**src/common/move_order_pkg.sv**
```systemverilog
package move_order_pkg;

    // largest batch the sorter can hold
    localparam int MAX_MOVES = 63;

    // depth slots in the move stack
    localparam int MAX_DEPTH = 32;

    // moves per depth slot in the stack RAM, one more than a full batch
    localparam int SLOT_MOVES = 64;
    localparam int STACK_WORDS = MAX_DEPTH * SLOT_MOVES;

    // src square, dst square, flags; the design never looks inside
    typedef struct packed {
        logic [5:0] src;
        logic [5:0] dst;
        logic [3:0] flags;
    } move_t;

    typedef logic signed [15:0] eval_t;

    // eval with the sign bit flipped, so an unsigned compare orders like a signed one
    typedef logic [15:0] sort_key_t;

    // position inside a batch
    typedef logic [5:0] move_idx_t;

    // batch length, 0 to MAX_MOVES
    typedef logic [6:0] move_len_t;

    typedef logic [4:0] depth_t;

    // {depth, move index}
    typedef logic [10:0] stack_addr_t;

    typedef enum logic [1:0] {
        BS_IDLE,
        BS_FILL,
        BS_FLUSH,
        BS_DRAIN
    } batch_state_t;

endpackage

```
**src/common/sort_entry_if.sv**
```systemverilog
`timescale 1ns/10ps

interface sort_entry_if;
    import move_order_pkg::*;

    logic      valid;
    logic      clear;
    move_t     move;
    sort_key_t key;

    modport intake (
        output valid,
        output clear,
        output move,
        output key
    );

    modport sorter (
        input valid,
        input clear,
        input move,
        input key
    );
endinterface

```
**src/common/drain_if.sv**
```systemverilog
`timescale 1ns/10ps

interface drain_if;
    import move_order_pkg::*;

    move_t     top_move;
    move_len_t len;
    logic      dequeue;
    depth_t    depth;

    modport sorter (
        output top_move,
        output len,
        input  dequeue
    );

    modport control (
        input  len,
        output dequeue,
        output depth
    );

    modport stack (
        input top_move,
        input dequeue,
        input depth
    );
endinterface

```
**src/rtl/batch_intake.sv**
```systemverilog
`timescale 1ns/10ps

module batch_intake (
    input  logic                      clk_in,
    input  logic                      rst_in,
    input  logic                      batch_start,
    input  move_order_pkg::depth_t    batch_depth,
    input  logic                      move_valid,
    input  move_order_pkg::move_t     move_in,
    input  move_order_pkg::eval_t     eval_in,
    input  logic                      batch_end,
    output logic                      ready,
    output logic                      batch_done,
    output move_order_pkg::move_len_t num_moves,
    sort_entry_if.intake              entry,
    drain_if.control                  drain
);
    import move_order_pkg::*;

    batch_state_t state;

    logic      clear_q;
    logic      valid_q;
    move_t     move_q;
    sort_key_t key_q;
    depth_t    depth_q;
    move_len_t drain_cnt;
    move_len_t final_len;

    assign ready = (state == BS_IDLE);

    assign entry.clear = clear_q;
    assign entry.valid = valid_q;
    assign entry.move  = move_q;
    assign entry.key   = key_q;

    assign drain.dequeue = (state == BS_DRAIN);
    assign drain.depth   = depth_q;

    // length once the entry still in the register has been inserted
    always_comb begin
        final_len = drain.len;
        if (valid_q && drain.len != move_len_t'(MAX_MOVES)) begin
            final_len = drain.len + 1'b1;
        end
    end

    always_ff @(posedge clk_in) begin
        if (rst_in) begin
            state      <= BS_IDLE;
            clear_q    <= 1'b0;
            valid_q    <= 1'b0;
            batch_done <= 1'b0;
            drain_cnt  <= '0;
            num_moves  <= '0;
        end else begin
            clear_q    <= 1'b0;
            valid_q    <= 1'b0;
            batch_done <= 1'b0;
            case (state)
                BS_IDLE: begin
                    if (batch_start) begin
                        clear_q <= 1'b1;
                        state   <= BS_FILL;
                    end
                end
                BS_FILL: begin
                    valid_q <= move_valid;
                    if (batch_end) begin
                        state <= BS_FLUSH;
                    end
                end
                BS_FLUSH: begin
                    drain_cnt <= '0;
                    num_moves <= final_len;
                    if (final_len == '0) begin
                        batch_done <= 1'b1;
                        state      <= BS_IDLE;
                    end else begin
                        state <= BS_DRAIN;
                    end
                end
                BS_DRAIN: begin
                    drain_cnt <= drain_cnt + 1'b1;
                    // last dequeue this cycle
                    if (drain_cnt == num_moves - 1'b1) begin
                        batch_done <= 1'b1;
                        state      <= BS_IDLE;
                    end
                end
                default: state <= BS_IDLE;
            endcase
        end
    end

    always_ff @(posedge clk_in) begin
        if (state == BS_IDLE && batch_start) begin
            depth_q <= batch_depth;
        end
        if (move_valid) begin
            move_q <= move_in;
            key_q  <= {~eval_in[$bits(eval_t) - 1], eval_in[$bits(eval_t) - 2:0]};
        end
    end
endmodule

```
**src/flat_wrapper.sv**
```systemverilog
// flat-port wrapper written by rule: the top's interface ports become plain ports
module batch_intake_flat import move_order_pkg::*;
  (clk_in, rst_in, batch_start, batch_depth, move_valid, move_in, eval_in, batch_end, ready, batch_done, num_moves, entry_valid, entry_clear, entry_move, entry_key, drain_len, drain_dequeue, drain_depth);
  sort_entry_if entry_i ();
  drain_if drain_i ();
  input  logic clk_in;
  input  logic rst_in;
  input  logic batch_start;
  input  move_order_pkg::depth_t batch_depth;
  input  logic move_valid;
  input  move_order_pkg::move_t move_in;
  input  move_order_pkg::eval_t eval_in;
  input  logic batch_end;
  output logic ready;
  output logic batch_done;
  output move_order_pkg::move_len_t num_moves;
  output wire logic [$bits(entry_i.valid)-1:0] entry_valid;
  output wire logic [$bits(entry_i.clear)-1:0] entry_clear;
  output wire logic [$bits(entry_i.move)-1:0] entry_move;
  output wire logic [$bits(entry_i.key)-1:0] entry_key;
  input wire logic [$bits(drain_i.len)-1:0] drain_len;
  output wire logic [$bits(drain_i.dequeue)-1:0] drain_dequeue;
  output wire logic [$bits(drain_i.depth)-1:0] drain_depth;
  assign entry_valid = entry_i.valid;
  assign entry_clear = entry_i.clear;
  assign entry_move = entry_i.move;
  assign entry_key = entry_i.key;
  assign drain_i.len = drain_len;
  assign drain_dequeue = drain_i.dequeue;
  assign drain_depth = drain_i.depth;
  batch_intake u_core (.clk_in(clk_in), .rst_in(rst_in), .batch_start(batch_start), .batch_depth(batch_depth), .move_valid(move_valid), .move_in(move_in), .eval_in(eval_in), .batch_end(batch_end), .ready(ready), .batch_done(batch_done), .num_moves(num_moves), .entry(entry_i), .drain(drain_i));
endmodule
```
**config.mk**
```make
export PLATFORM = sky130hd
export DESIGN_NAME = batch_intake_flat
export DESIGN_NICKNAME = d
export VERILOG_FILES = /design/src/common/move_order_pkg.sv /design/src/common/sort_entry_if.sv /design/src/common/drain_if.sv /design/src/rtl/batch_intake.sv /design/src/flat_wrapper.sv
export SDC_FILE = /design/constraint.sdc
export NUM_CORES = 1
export LEC_CHECK = 0
export BUFFER_PORTS_ARGS = -buffer_cell sky130_fd_sc_hd__buf_4
export CELL_PAD_IN_SITES_DETAIL_PLACEMENT = 0
export CELL_PAD_IN_SITES_GLOBAL_PLACEMENT = 1
export CORE_MARGIN = 5
export CORE_UTILIZATION = 33
export DETAILED_ROUTE_END_ITERATION = 16
export PLACE_DENSITY = 0.82
export SLEW_MARGIN = 20
export SYNTH_ARGS = -nofsm -noshare
export SYNTH_HDL_FRONTEND = slang
export SYNTH_SLANG_ARGS = --single-unit
```
**constraint.sdc**
```tcl
create_clock -name clk_in -period 1.7 [get_ports clk_in]
set_input_delay 0.085 -clock clk_in [delete_from_list [all_inputs] [get_ports clk_in]]
set_output_delay 0.085 -clock clk_in [all_outputs]
set_load 0.05 [all_outputs]
```
# After elaboration in Yosys (flattened, before gate mapping)
# Index checks and enable logic that the tools add are counted.
op_classes:
  add_sub_neg: 3
  n_mul: 0
  n_div: 0
  order_cmp: 0
  n_eq_ne: 8
  n_shift: 0
  mux: 11
  bitwise_logic: 3
  n_reduce_logical: 8
ops:
  columns: ["operator", "count"]
  rows:
  - ["adder 7 x 1 -> 7 bit (second input constant)", 2]
  - ["one-hot mux 7 bit (2 select lines)", 1]
  - ["2-to-1 mux 2 bit", 4]
  - ["one-hot mux 2 bit (4 select lines)", 1]
  - ["== test 7 bit", 1]
  - ["zero test 7 bit", 1]
  - ["2-to-1 mux 7 bit", 1]
  - ["!= test 7 x 6 -> 1 bit (second input constant)", 1]
  - ["subtractor 7 x 1 -> 7 bit (second input constant)", 1]
  - ["== test 2 bit (second input constant)", 2]
  - ["!= test 2 bit (second input constant)", 2]
  - ["OR reduction 2 bit", 2]
  - ["2-to-1 mux 1 bit", 3]
  - ["NOT 1 bit", 3]
  - ["AND reduction 3 bit", 1]
  - ["== test 2 x 1 -> 1 bit (second input constant)", 1]
  - ["logical AND 1 bit", 2]
  - ["zero test 2 bit", 1]
  - ["!= test 2 x 1 -> 1 bit (second input constant)", 1]
  - ["one-hot mux 1 bit (2 select lines)", 1]
  - ["nonzero test 2 bit", 1]
totals:
  ff_bits: 56
  latch_bits: 0
  ram_bits: 0
  mem_bits_ro: 0
  out_inout_bits: 49
  memories: 0

# Longest topological paths before layout
# Gate-level depths: netlist (run 1).
depth:
  depth_word: 6
  mapped_depth: 7
  depth_no_buf: 7

# Least setup slack after synthesis (run 1)
# No wires, ideal clock.
synth_path:
  path_kind: "reg2reg"
  start: "register u_core.num_moves[0]"
  end: "register u_core.state[0]"
  t_arrival_ns: 2.010
  setup_slack_ns: -0.444
  stages_incl_launch_ff: 7
  path_buffers: 0
  synth_period_minus_slack_ns: 2.144
  cell_sequence: "dfxtp_1 inv_1 ha_1 o211a_1 o31a_2 nor4_1 o31ai_1"
synth_via:
  elab_chain_len: 4
synth_lines:
  columns: ["item", "line_no", "rtl"]
  rows:
  - ["from (decl)", "batch_intake.sv:14", "output move_order_pkg::move_len_t num_moves,"]
  - ["from (signal assigned)", "batch_intake.sv:75", "num_moves <= final_len;"]
  - ["subtractor 7 x 1 -> 7 bit", "batch_intake.sv:86", "if (drain_cnt == num_moves - 1'b1) begin"]
  - ["== test 7 bit", "batch_intake.sv:86", null]
  - ["!= test 2 x 1 -> 1 bit (no source line)", null, null]
  - ["AND reduction 3 bit (no source line)", null, null]
  - ["to (signal assigned)", "batch_intake.sv:80", "state <= BS_DRAIN;"]
  - ["to (signal assigned)", "batch_intake.sv:88", "state <= BS_IDLE;"]
  - ["to (signal assigned)", "batch_intake.sv:91", "default: state <= BS_IDLE;"]
  - ["to (decl)", "batch_intake.sv:20", "batch_state_t state;"]
# Every way passes these cells.
# A chain may end at the register's enable or synchronous reset.

# Final worst setup path (run 1)
layout_path:
  start: "register u_core.num_moves[1]"
  end: "register u_core.state[1]"
# The elaborated chain is that of the path after synthesis.

==> results.json, run 1 <==
{
  "post-route-min-period_ps": 1690,
  "clkTransAtPathRegs_ps": 110,
  "fillers": 606,
  "worstSetupStartpointType": "flip-flop",
  "drive_above_1_share_pct": 41.2,
  "clk_path_buf_depth": 2,
  "wirelength_um": 6340,
  "power_leakage_nw": 1.52,
  "area_growth_pct": 58.7,
  "holdWs_ps": 25.5,
  "start_util_pct": 34.3,
  "yosysWarnings": 0,
  "grt_usage_pct": 14.5,
  "finalNonFillerCells": 426,
  "syn_nets": 238,
  "grt.overflow.total": 0,
  "coreArea_um2": 6870,
  "placed_cells": 382,
  "syn_area_um2": 2360,
  "yosysUniqueCellTypes": 49,
  "synthCells": 186,
  "synth.area.top_cells": "edfxtp_1 47%, dfxtp_1 16%, xnor2_1 3.0%, xor2_1 2.6%, nor2_1 2.5%",
  "required_ps": 1890,
  "cap_violations": 0,
  "synth_most_common_cell": "edfxtp_1",
  "fin_tns_setup_ps": 0,
  "clock_sinks": 56,
  "critPathKind": "flip-flop to flip-flop",
  "cts_htree_levels": 2,
  "synth-edff-count": 37,
  "ys.flop_type": "edfxtp_1",
  "rows": 30,
  "antenna_found_initial": 0,
  "async_flop_share_pct": 0,
  "crit_path_cell_trace": "inv_2 -> ha_4 -> o211a_1 -> o31a_2 -> nor4_4 -> o31ai_1",
  "post-route-drc-count": 0,
  "fin_nets": 381,
  "via_per_inst": 4.62,
  "synth-seq-cells": 56,
  "cpPeakStageDelay_ps": 390,
  "hold_viol": 0,
  "place_hpwl_um": 4530,
  "ir_drop_v": 0.000642,
  "grt_pass1_vias": 1950,
  "io_buffers": 97,
  "num_vias": 1967,
  "fp.dieArea_um2": 8930,
  "clk_latency_ps": 310,
  "gp_congestion": 0.801,
  "cts_buffers": 5,
  "fin_skew_ps": 11.8,
  "fmax_ghz": 0.592,
  "yosysSeqAreaShare_pct": 63.3,
  "cts_tree": "yes",
  "cp-end-kind": "flip-flop",
  "cp.arrival_ps": 1880,
  "rsz0062_at_grt": "yes",
  "dpl_cell_area_um2": 3270,
  "period_share_pct": 99.3,
  "grt_pass1_wl_um": 9960,
  "avgSynthCellArea_um2": 12.7,
  "die_h_um": 94.5,
  "min_path_type": "input port to flip-flop",
  "crit_fanout": 5,
  "fin_area_um2": 3740,
  "power.density_nw_per_um2": 874,
  "grt_start_max_net_pins": 34,
  "drtAntennaViolNets": 0,
  "slowest_stage": "dfxtp_4",
  "synth_top_area_cell": "edfxtp_1",
  "timing.final.max_slew_violations": 0,
  "antennaDiodeCount": 0,
  "synth_top_cell_area_share_pct": 47.2,
  "cts_root_buf": "clkbuf_8",
  "drtIter0Drc": 104,
  "wire_per_inst_um": 14.9,
  "slew_headroom_pct": 71.3,
  "synthTopCellsByCount": "37 x edfxtp_1, 19 x dfxtp_1, 16 x nor2_1",
  "num_io_pins": 98,
  "first_pass_iters": 4,
  "setup_viol": 0,
  "die_w_um": 94.5,
  "worstMarginPinSlew_ps": 430,
  "status": "finished clean"
}
layer usage:
metal | routed length [µm] | track usage (%) | share of wire [%] | vias to the layer above
li1 | - | - | - | 979
met1 | 2460 | 16.0 | 39 | 931
met2 | 3510 | 27.3 | 55 | 50
met3 | 265 | 3.27 | 4.2 | 7
met4 | 104 | 4.45 | 1.6 | 0
met5 | 0 | 0 | 0 | -
layout by cell type (no fill, tap or decap), types with 3 or more instances in the layout:
cell	instances
edfxtp_1	37
nand4_1	3
clkbuf_8	5
o211ai_1	3
nand3_1	3
buf_4	104
inv_1	7
nand2_1	10
dfxtp_1	12
nor2_1	14
a211oi_1	4
dlygate4sd3_1	36
o21ai_0	6
o31ai_1	3
a21oi_1	7
or3_1	4
xor2_1	7
xnor2_1	8
nor2b_1	3
dfxtp_4	3
nand2b_1	3
dfxtp_2	4
state kept, by name, summed over array words and instances, names as in the netlist:
signal and flops:
u_core.batch_done 1, u_core.entry.move 16, u_core.drain_cnt 7, u_core.num_moves 7
u_core.entry.clear 1, u_core.drain.depth 5, u_core.entry.valid 1, u_core.entry.key 16
u_core.state 2
worst max-delay path, delay by kind of cell, from the launching register on:
family          cells  cell delay (ps)
compound gates      3              640
flops               1              390
simple gates        1              340
fa+ha+maj           1              170
buf+inv             1               50
timing repair:
action                                  4_1_cts  5_1_grt
pin swaps                                     1        6
hold buffers                                 36        0
setup buffers                                 0        0
endpoints found under the hold margin        36        0
endpoints found under the setup margin        3        3
gates resized for setup                       2        2
cell families (layout without fill, tap and decap cells):
logic type	after synthesis	count (layout)	share of synthesized area, %
simple gates	59	59	13.8
flops	56	56	63.3
compound gates	37	37	11.4
xor+xnor	16	16	6.53
buf+inv	13	157	2.55
fa+ha+maj	3	3	1.59
mux	2	2	0.850
worst paths after layout:
| check | from | slack, ps | cells past startpoint | end |
|---|---|---|---|---|
| setup / recovery | u_core.num_moves[1] | 10 | 6 | u_core.state[1] |
| hold / removal | eval_in[15] | 30 | 2 | u_core.entry.key[15] |
| setup reg to reg | u_core.num_moves[1] | 10 | 6 | u_core.state[1] |
| hold reg to reg | u_core.num_moves[3] | 520 | 2 | u_core.num_moves[3] |
power breakdown:
part | switching (mW) | internal (mW) | total (mW)
Sequential | 0.0662 | 1.56 | 1.62
Combinational | 0.537 | 0.354 | 0.891
Clock | 0.455 | 0.301 | 0.756
final cells by class:
cell class / instances / area [µm²] / share of cell area (%)
flip-flops and latches: 56 / 1510 / 40.3
repair buffers: 140 / 1140 / 30.5
well taps: 96 / 120 / 3.21
inverters: 9 / 33.8 / 0.904
clock inverters: 3 / 25.0 / 0.669
multi-input cells: 117 / 842 / 22.5
clock buffers: 5 / 68.8 / 1.84
stage by stage:
step	setup WS (ps)	utilization (%)	power [mW]
after global placement	29.2	47.6	2.45
after global routing	-63.3	54.4	3.40
after CTS	8.45	54.4	3.29
after detailed placement	-30.6	47.6	2.47
after floorplan	0.278	-	2.16
final	11.4	54.4	3.27
(Power assumes the default switching activity.)
==> run 2, diff against run 1 <==
- ABC_CLOCK_PERIOD_IN_PS: not set -> 1700
- SETUP_SLACK_MARGIN: not set -> 0.05
==> run 2 against run 1 <==
  * Final cell count rose by 0.47%
  * Design area rose by 0.90%
  * Worst hold slack got worse by 3.8 ps
  * Clock-buffer cell count rose by 1
  * Flip-flop and latch count did not move
  * Highest routed layer unchanged
==> results.json, run 2 (same netlist as run 1, synthesis figures left out) <==
{
  "rsz0062_at_grt": "yes",
  "place_hpwl_um": 4460,
  "gp_congestion": 0.817,
  "ir_drop_v": 0.000487,
  "worstSetupStartpointType": "flip-flop",
  "start_util_pct": 34.3,
  "placed_cells": 382,
  "drive_above_1_share_pct": 42.2,
  "clk_path_buf_depth": 2,
  "via_per_inst": 4.57,
  "antenna_found_initial": 0,
  "grt_pass1_vias": 2032,
  "post-route-drc-count": 0,
  "hold_viol": 0,
  "period_share_pct": 97.4,
  "post-route-min-period_ps": 1660,
  "power.density_nw_per_um2": 863,
  "cp_top_family": "compound AO/OA/AOI/OAI gates",
  "power_leakage_nw": 1.53,
  "die_h_um": 94.5,
  "cp-end-kind": "flip-flop",
  "drtIter0Drc": 79,
  "slew_headroom_pct": 72.8,
  "slowest_stage": "dfxtp_4",
  "clock_sinks": 56,
  "wire_per_inst_um": 14.5,
  "crit_path_cell_trace": "inv_4 -> ha_4 -> o21a_1 -> a21oi_2 -> o31a_2 -> nor4_4 -> o31ai_1",
  "fmax_ghz": 0.604,
  "required_ps": 1890,
  "grt_start_max_net_pins": 34,
  "cap_violations": 0,
  "path_buf_inv": 1,
  "die_w_um": 94.5,
  "grt_usage_pct": 14.3,
  "coreArea_um2": 6870,
  "area_growth_pct": 60.1,
  "area.sequential_um2": 1510,
  "dp_slack_ps": 7.12,
  "layout_common_cells": "106 x buf_4, 37 x edfxtp_1, 36 x dlygate4sd3_1",
  "layout_commonest_cell": "buf_4",
  "rows": 30,
  "cp.arrival_ps": 1840,
  "fp.dieArea_um2": 8930,
  "cts_buffers": 5,
  "num_io_pins": 98,
  "finalWorstSetupSlack_ps": 44.4,
  "multi_input_area_um2": 860,
  "status": "finished clean",
  "setup_viol": 0,
  "grt_pass1_wl_um": 9850,
  "wirelength_um": 6190,
  "grt.overflow.total": 0,
  "first_pass_iters": 4,
  "drtAntennaViolNets": 0,
  "worstMarginPinSlew_ps": 409,
  "finalNonFillerCells": 428,
  "clk_latency_ps": 310,
  "cpPeakStageDelay_ps": 380,
  "cts_htree_levels": 2,
  "fillers": 598,
  "fin_nets": 383,
  "clkTransAtPathRegs_ps": 100,
  "num_vias": 1954,
  "cts_tree": "yes",
  "io_buffers": 97,
  "fin_tns_setup_ps": 0,
  "antennaDiodeCount": 0,
  "min_path_type": "input port to flip-flop",
  "reg2reg_slack_ps": 40,
  "crit_fanout": 5,
  "timing.final.max_slew_violations": 0,
  "critPathKind": "flip-flop to flip-flop",
  "fin_skew_ps": 14.7,
  "cts_root_buf": "clkbuf_8"
}
[run 2: cell count changes in the layout (fill, tap and decap cells not counted), moves of 2 or more]
| cell | change |
|---|---|
| inv_6 | -2 |
| inv_4 | +2 |
| inv_2 | -2 |
| buf_4 | +2 |
[run 2: metal layers]
metal,GRT usage [%],share of wire (%)
met1,15.9,38
met2,26.0,53
met3,4.22,6.5
met4,4.81,1.8
met5,0,0
[run 2: stage by stage]
stage               hold WS [ps]  total power [mW]  util, %  cell area (µm²)
floorplan                    153              2.17        -             2410
CTS                         8.62              3.30     54.8             3760
finish                      21.7              3.26     54.9             3770
global placement             263              2.47     47.8             3280
detailed placement           264              2.48     47.8             3280
global route                1.26              3.41     54.9             3770
[run 2: worst paths after layout]
kind	start	end	depth (start not counted)
worst max register to register	u_core.num_moves[1]	u_core.state[0]	7
worst min-delay path	eval_in[15]	u_core.entry.key[15]	2
worst max-delay path	u_core.num_moves[1]	u_core.state[0]	7
worst min register to register	u_core.num_moves[6]	u_core.num_moves[6]	2
[run 2: final cells by class]
| cell class | count | area share, % |
|---|---|---|
| timing repair buffer | 142 | 30.6 |
| inverter | 9 | 1.03 |
| clock buffer | 6 | 1.92 |
| tap | 96 | 3.18 |
| sequential | 56 | 40.0 |
| clock inverter | 2 | 0.431 |
| multi-input combinational | 117 | 22.8 |
[run 2: timing repair]
action,CTS,global route
gates resized for setup,3,4
buffers inserted,2,0
hold endpoints to repair,36,0
hold buffers,36,0
endpoints found under the setup margin,3,3
pin swaps,1,0
[run 2: report_power, final]
| part | switching (mW) | internal (mW) | total (mW) |
|---|---|---|---|
| Sequential | 0.0600 | 1.56 | 1.62 |
| Combinational | 0.550 | 0.370 | 0.920 |
| Clock | 0.427 | 0.294 | 0.721 |
==> run 3, diff against run 2 <==
- ABC_CLOCK_PERIOD_IN_PS: 1700 -> 2000
- CORE_UTILIZATION: 33 -> 39
- PLACE_DENSITY: 0.82 -> 0.9
- SLEW_MARGIN: 20 -> not set
- clock period: 1.7 -> 2 ns (I/O delays scaled with it)
==> run 3 against run 2 <==
  * Worst setup slack better by 160 ps
  * Global-route usage increased by 3.6 points
  * Worst hold slack better by 2.9 ps
  * Design area fell by 3.6%
  * Non-clock buffer count fell by 7
  * Largest cell class unchanged
  * Clock skew fell by 12 ps
  * Flip-flop and latch count unchanged
  * Largest power group unchanged
==> results.json, run 3 (same netlist as run 1, synthesis figures left out) <==
{
  "die_h_um": 87.7,
  "worstMarginPinSlew_ps": 439,
  "dpl_cell_area_um2": 3170,
  "grt.overflow.total": 0,
  "holdWs_ps": 24.7,
  "grt_pass1_vias": 1995,
  "holdPathStages": 2,
  "finalNonFillerCells": 401,
  "clock_sinks": 56,
  "cts_buffers": 5,
  "wire_per_inst_um": 16.3,
  "antenna_found_initial": 1,
  "dp_slack_ps": 166,
  "setup_viol": 0,
  "grt_pass1_wl_um": 10300,
  "fin_tns_setup_ps": 0,
  "via_per_inst": 4.88,
  "grt_usage_pct": 17.9,
  "slew_headroom_pct": 70.7,
  "hold_viol": 0,
  "num_io_pins": 98,
  "finalWorstSetupSlack_ps": 200,
  "area_growth_pct": 54.4,
  "cap_violations": 0,
  "required_ps": 2200,
  "reg2reg_slack_ps": 200,
  "die_w_um": 87.7,
  "power.density_nw_per_um2": 763,
  "cts_tree": "yes",
  "wirelength_um": 6540,
  "clkTransAtPathRegs_ps": 110,
  "reg2reg_depth": 8,
  "cts_htree_levels": 2,
  "placed_cells": 356,
  "period_share_pct": 90.0,
  "critPathKind": "flip-flop to flip-flop",
  "drtAntennaViolNets": 0,
  "worstSetupStartpointType": "flip-flop",
  "clk_latency_ps": 310,
  "power_leakage_nw": 1.48,
  "clk_path_buf_depth": 2,
  "place_hpwl_um": 4480,
  "grt_start_max_net_pins": 34,
  "cts_root_buf": "clkbuf_8",
  "rows": 28,
  "start_util_pct": 40.0,
  "fin_skew_ps": 2.98,
  "cp.arrival_ps": 2000,
  "layout_common_cells": "99 x buf_4, 37 x edfxtp_1, 36 x dlygate4sd3_1",
  "fin_area_um2": 3640,
  "num_vias": 1955,
  "drive_above_1_share_pct": 37.2,
  "drtIter0Drc": 83,
  "fin_nets": 376,
  "crit_fanout": 6,
  "ir_drop_v": 0.000601,
  "timing.final.max_slew_violations": 0,
  "min_path_type": "input port to flip-flop",
  "rsz0062_at_grt": "no",
  "first_pass_iters": 4,
  "coreArea_um2": 5890,
  "gp_congestion": 0.803,
  "post-route-drc-count": 0,
  "post-route-min-period_ps": 1800,
  "io_buffers": 97,
  "layout_commonest_cell": "buf_4",
  "fmax_ghz": 0.556,
  "cp-end-kind": "flip-flop",
  "status": "finished clean",
  "fp.dieArea_um2": 7700
}
-- run 3: cell count changes in the layout (fill, tap and decap cells not counted), moves of 3 or more --
cell	before	now
dfxtp_4	3	0
buf_4	106	99
dfxtp_1	11	17
dfxtp_2	5	2
-- run 3: worst paths after layout --
check                                         start                   end
worst max-delay path            u_core.num_moves[0]       u_core.state[0]
worst min-delay path                    eval_in[15]  u_core.entry.key[15]
worst max register to register  u_core.num_moves[0]       u_core.state[0]
worst min register to register  u_core.num_moves[1]   u_core.num_moves[1]
-- run 3: report_power, final --
group | internal, mW | total, mW | switching [mW]
Clock | 0.258 | 0.655 | 0.397
Sequential | 1.32 | 1.38 | 0.0592
Combinational | 0.287 | 0.738 | 0.451
-- run 3: timing repair --
action,CTS,global route
gates resized for setup,0,2
hold buffers,36,0
endpoints found under the setup margin,0,3
buffers inserted,0,0
endpoints found under the hold margin,36,0
-- run 3: metal layers --
layer | vias to the layer above | share of wire [%] | global-route usage (%)
met5 | - | 0 | 0
met4 | 0 | 2.8 | 7.95
met3 | 14 | 3.3 | 3.48
met2 | 47 | 58 | 34.1
met1 | 930 | 36 | 18.9
li1 | 964 | - | -
-- run 3: layout make-up --
class	instances	area [µm²]
Multi-Input combinational cell	117	813
Antenna cell	1	2.50
Clock buffer	5	68.8
Sequential cell	56	1490
Fill cell	480	2250
Clock inverter	3	27.5
Tap cell	75	93.8
Inverter	9	33.8
Timing Repair Buffer	135	1100
-- run 3: critical path: stages (launching register included) --
cell     delay, ps
dfxtp_2        360
inv_1           60
ha_2           220
nor3b_1        240
xnor2_1        150
nand4_1        110
nor4_2         310
buf_4          170
o31ai_1         60
-- run 3: stage by stage --
step	power [mW]	util [%]
after floorplan	1.83	-
after global placement	2.07	53.8
after detailed placement	2.08	53.8
after CTS	2.78	61.6
after global routing	2.89	61.8
final	2.77	61.8
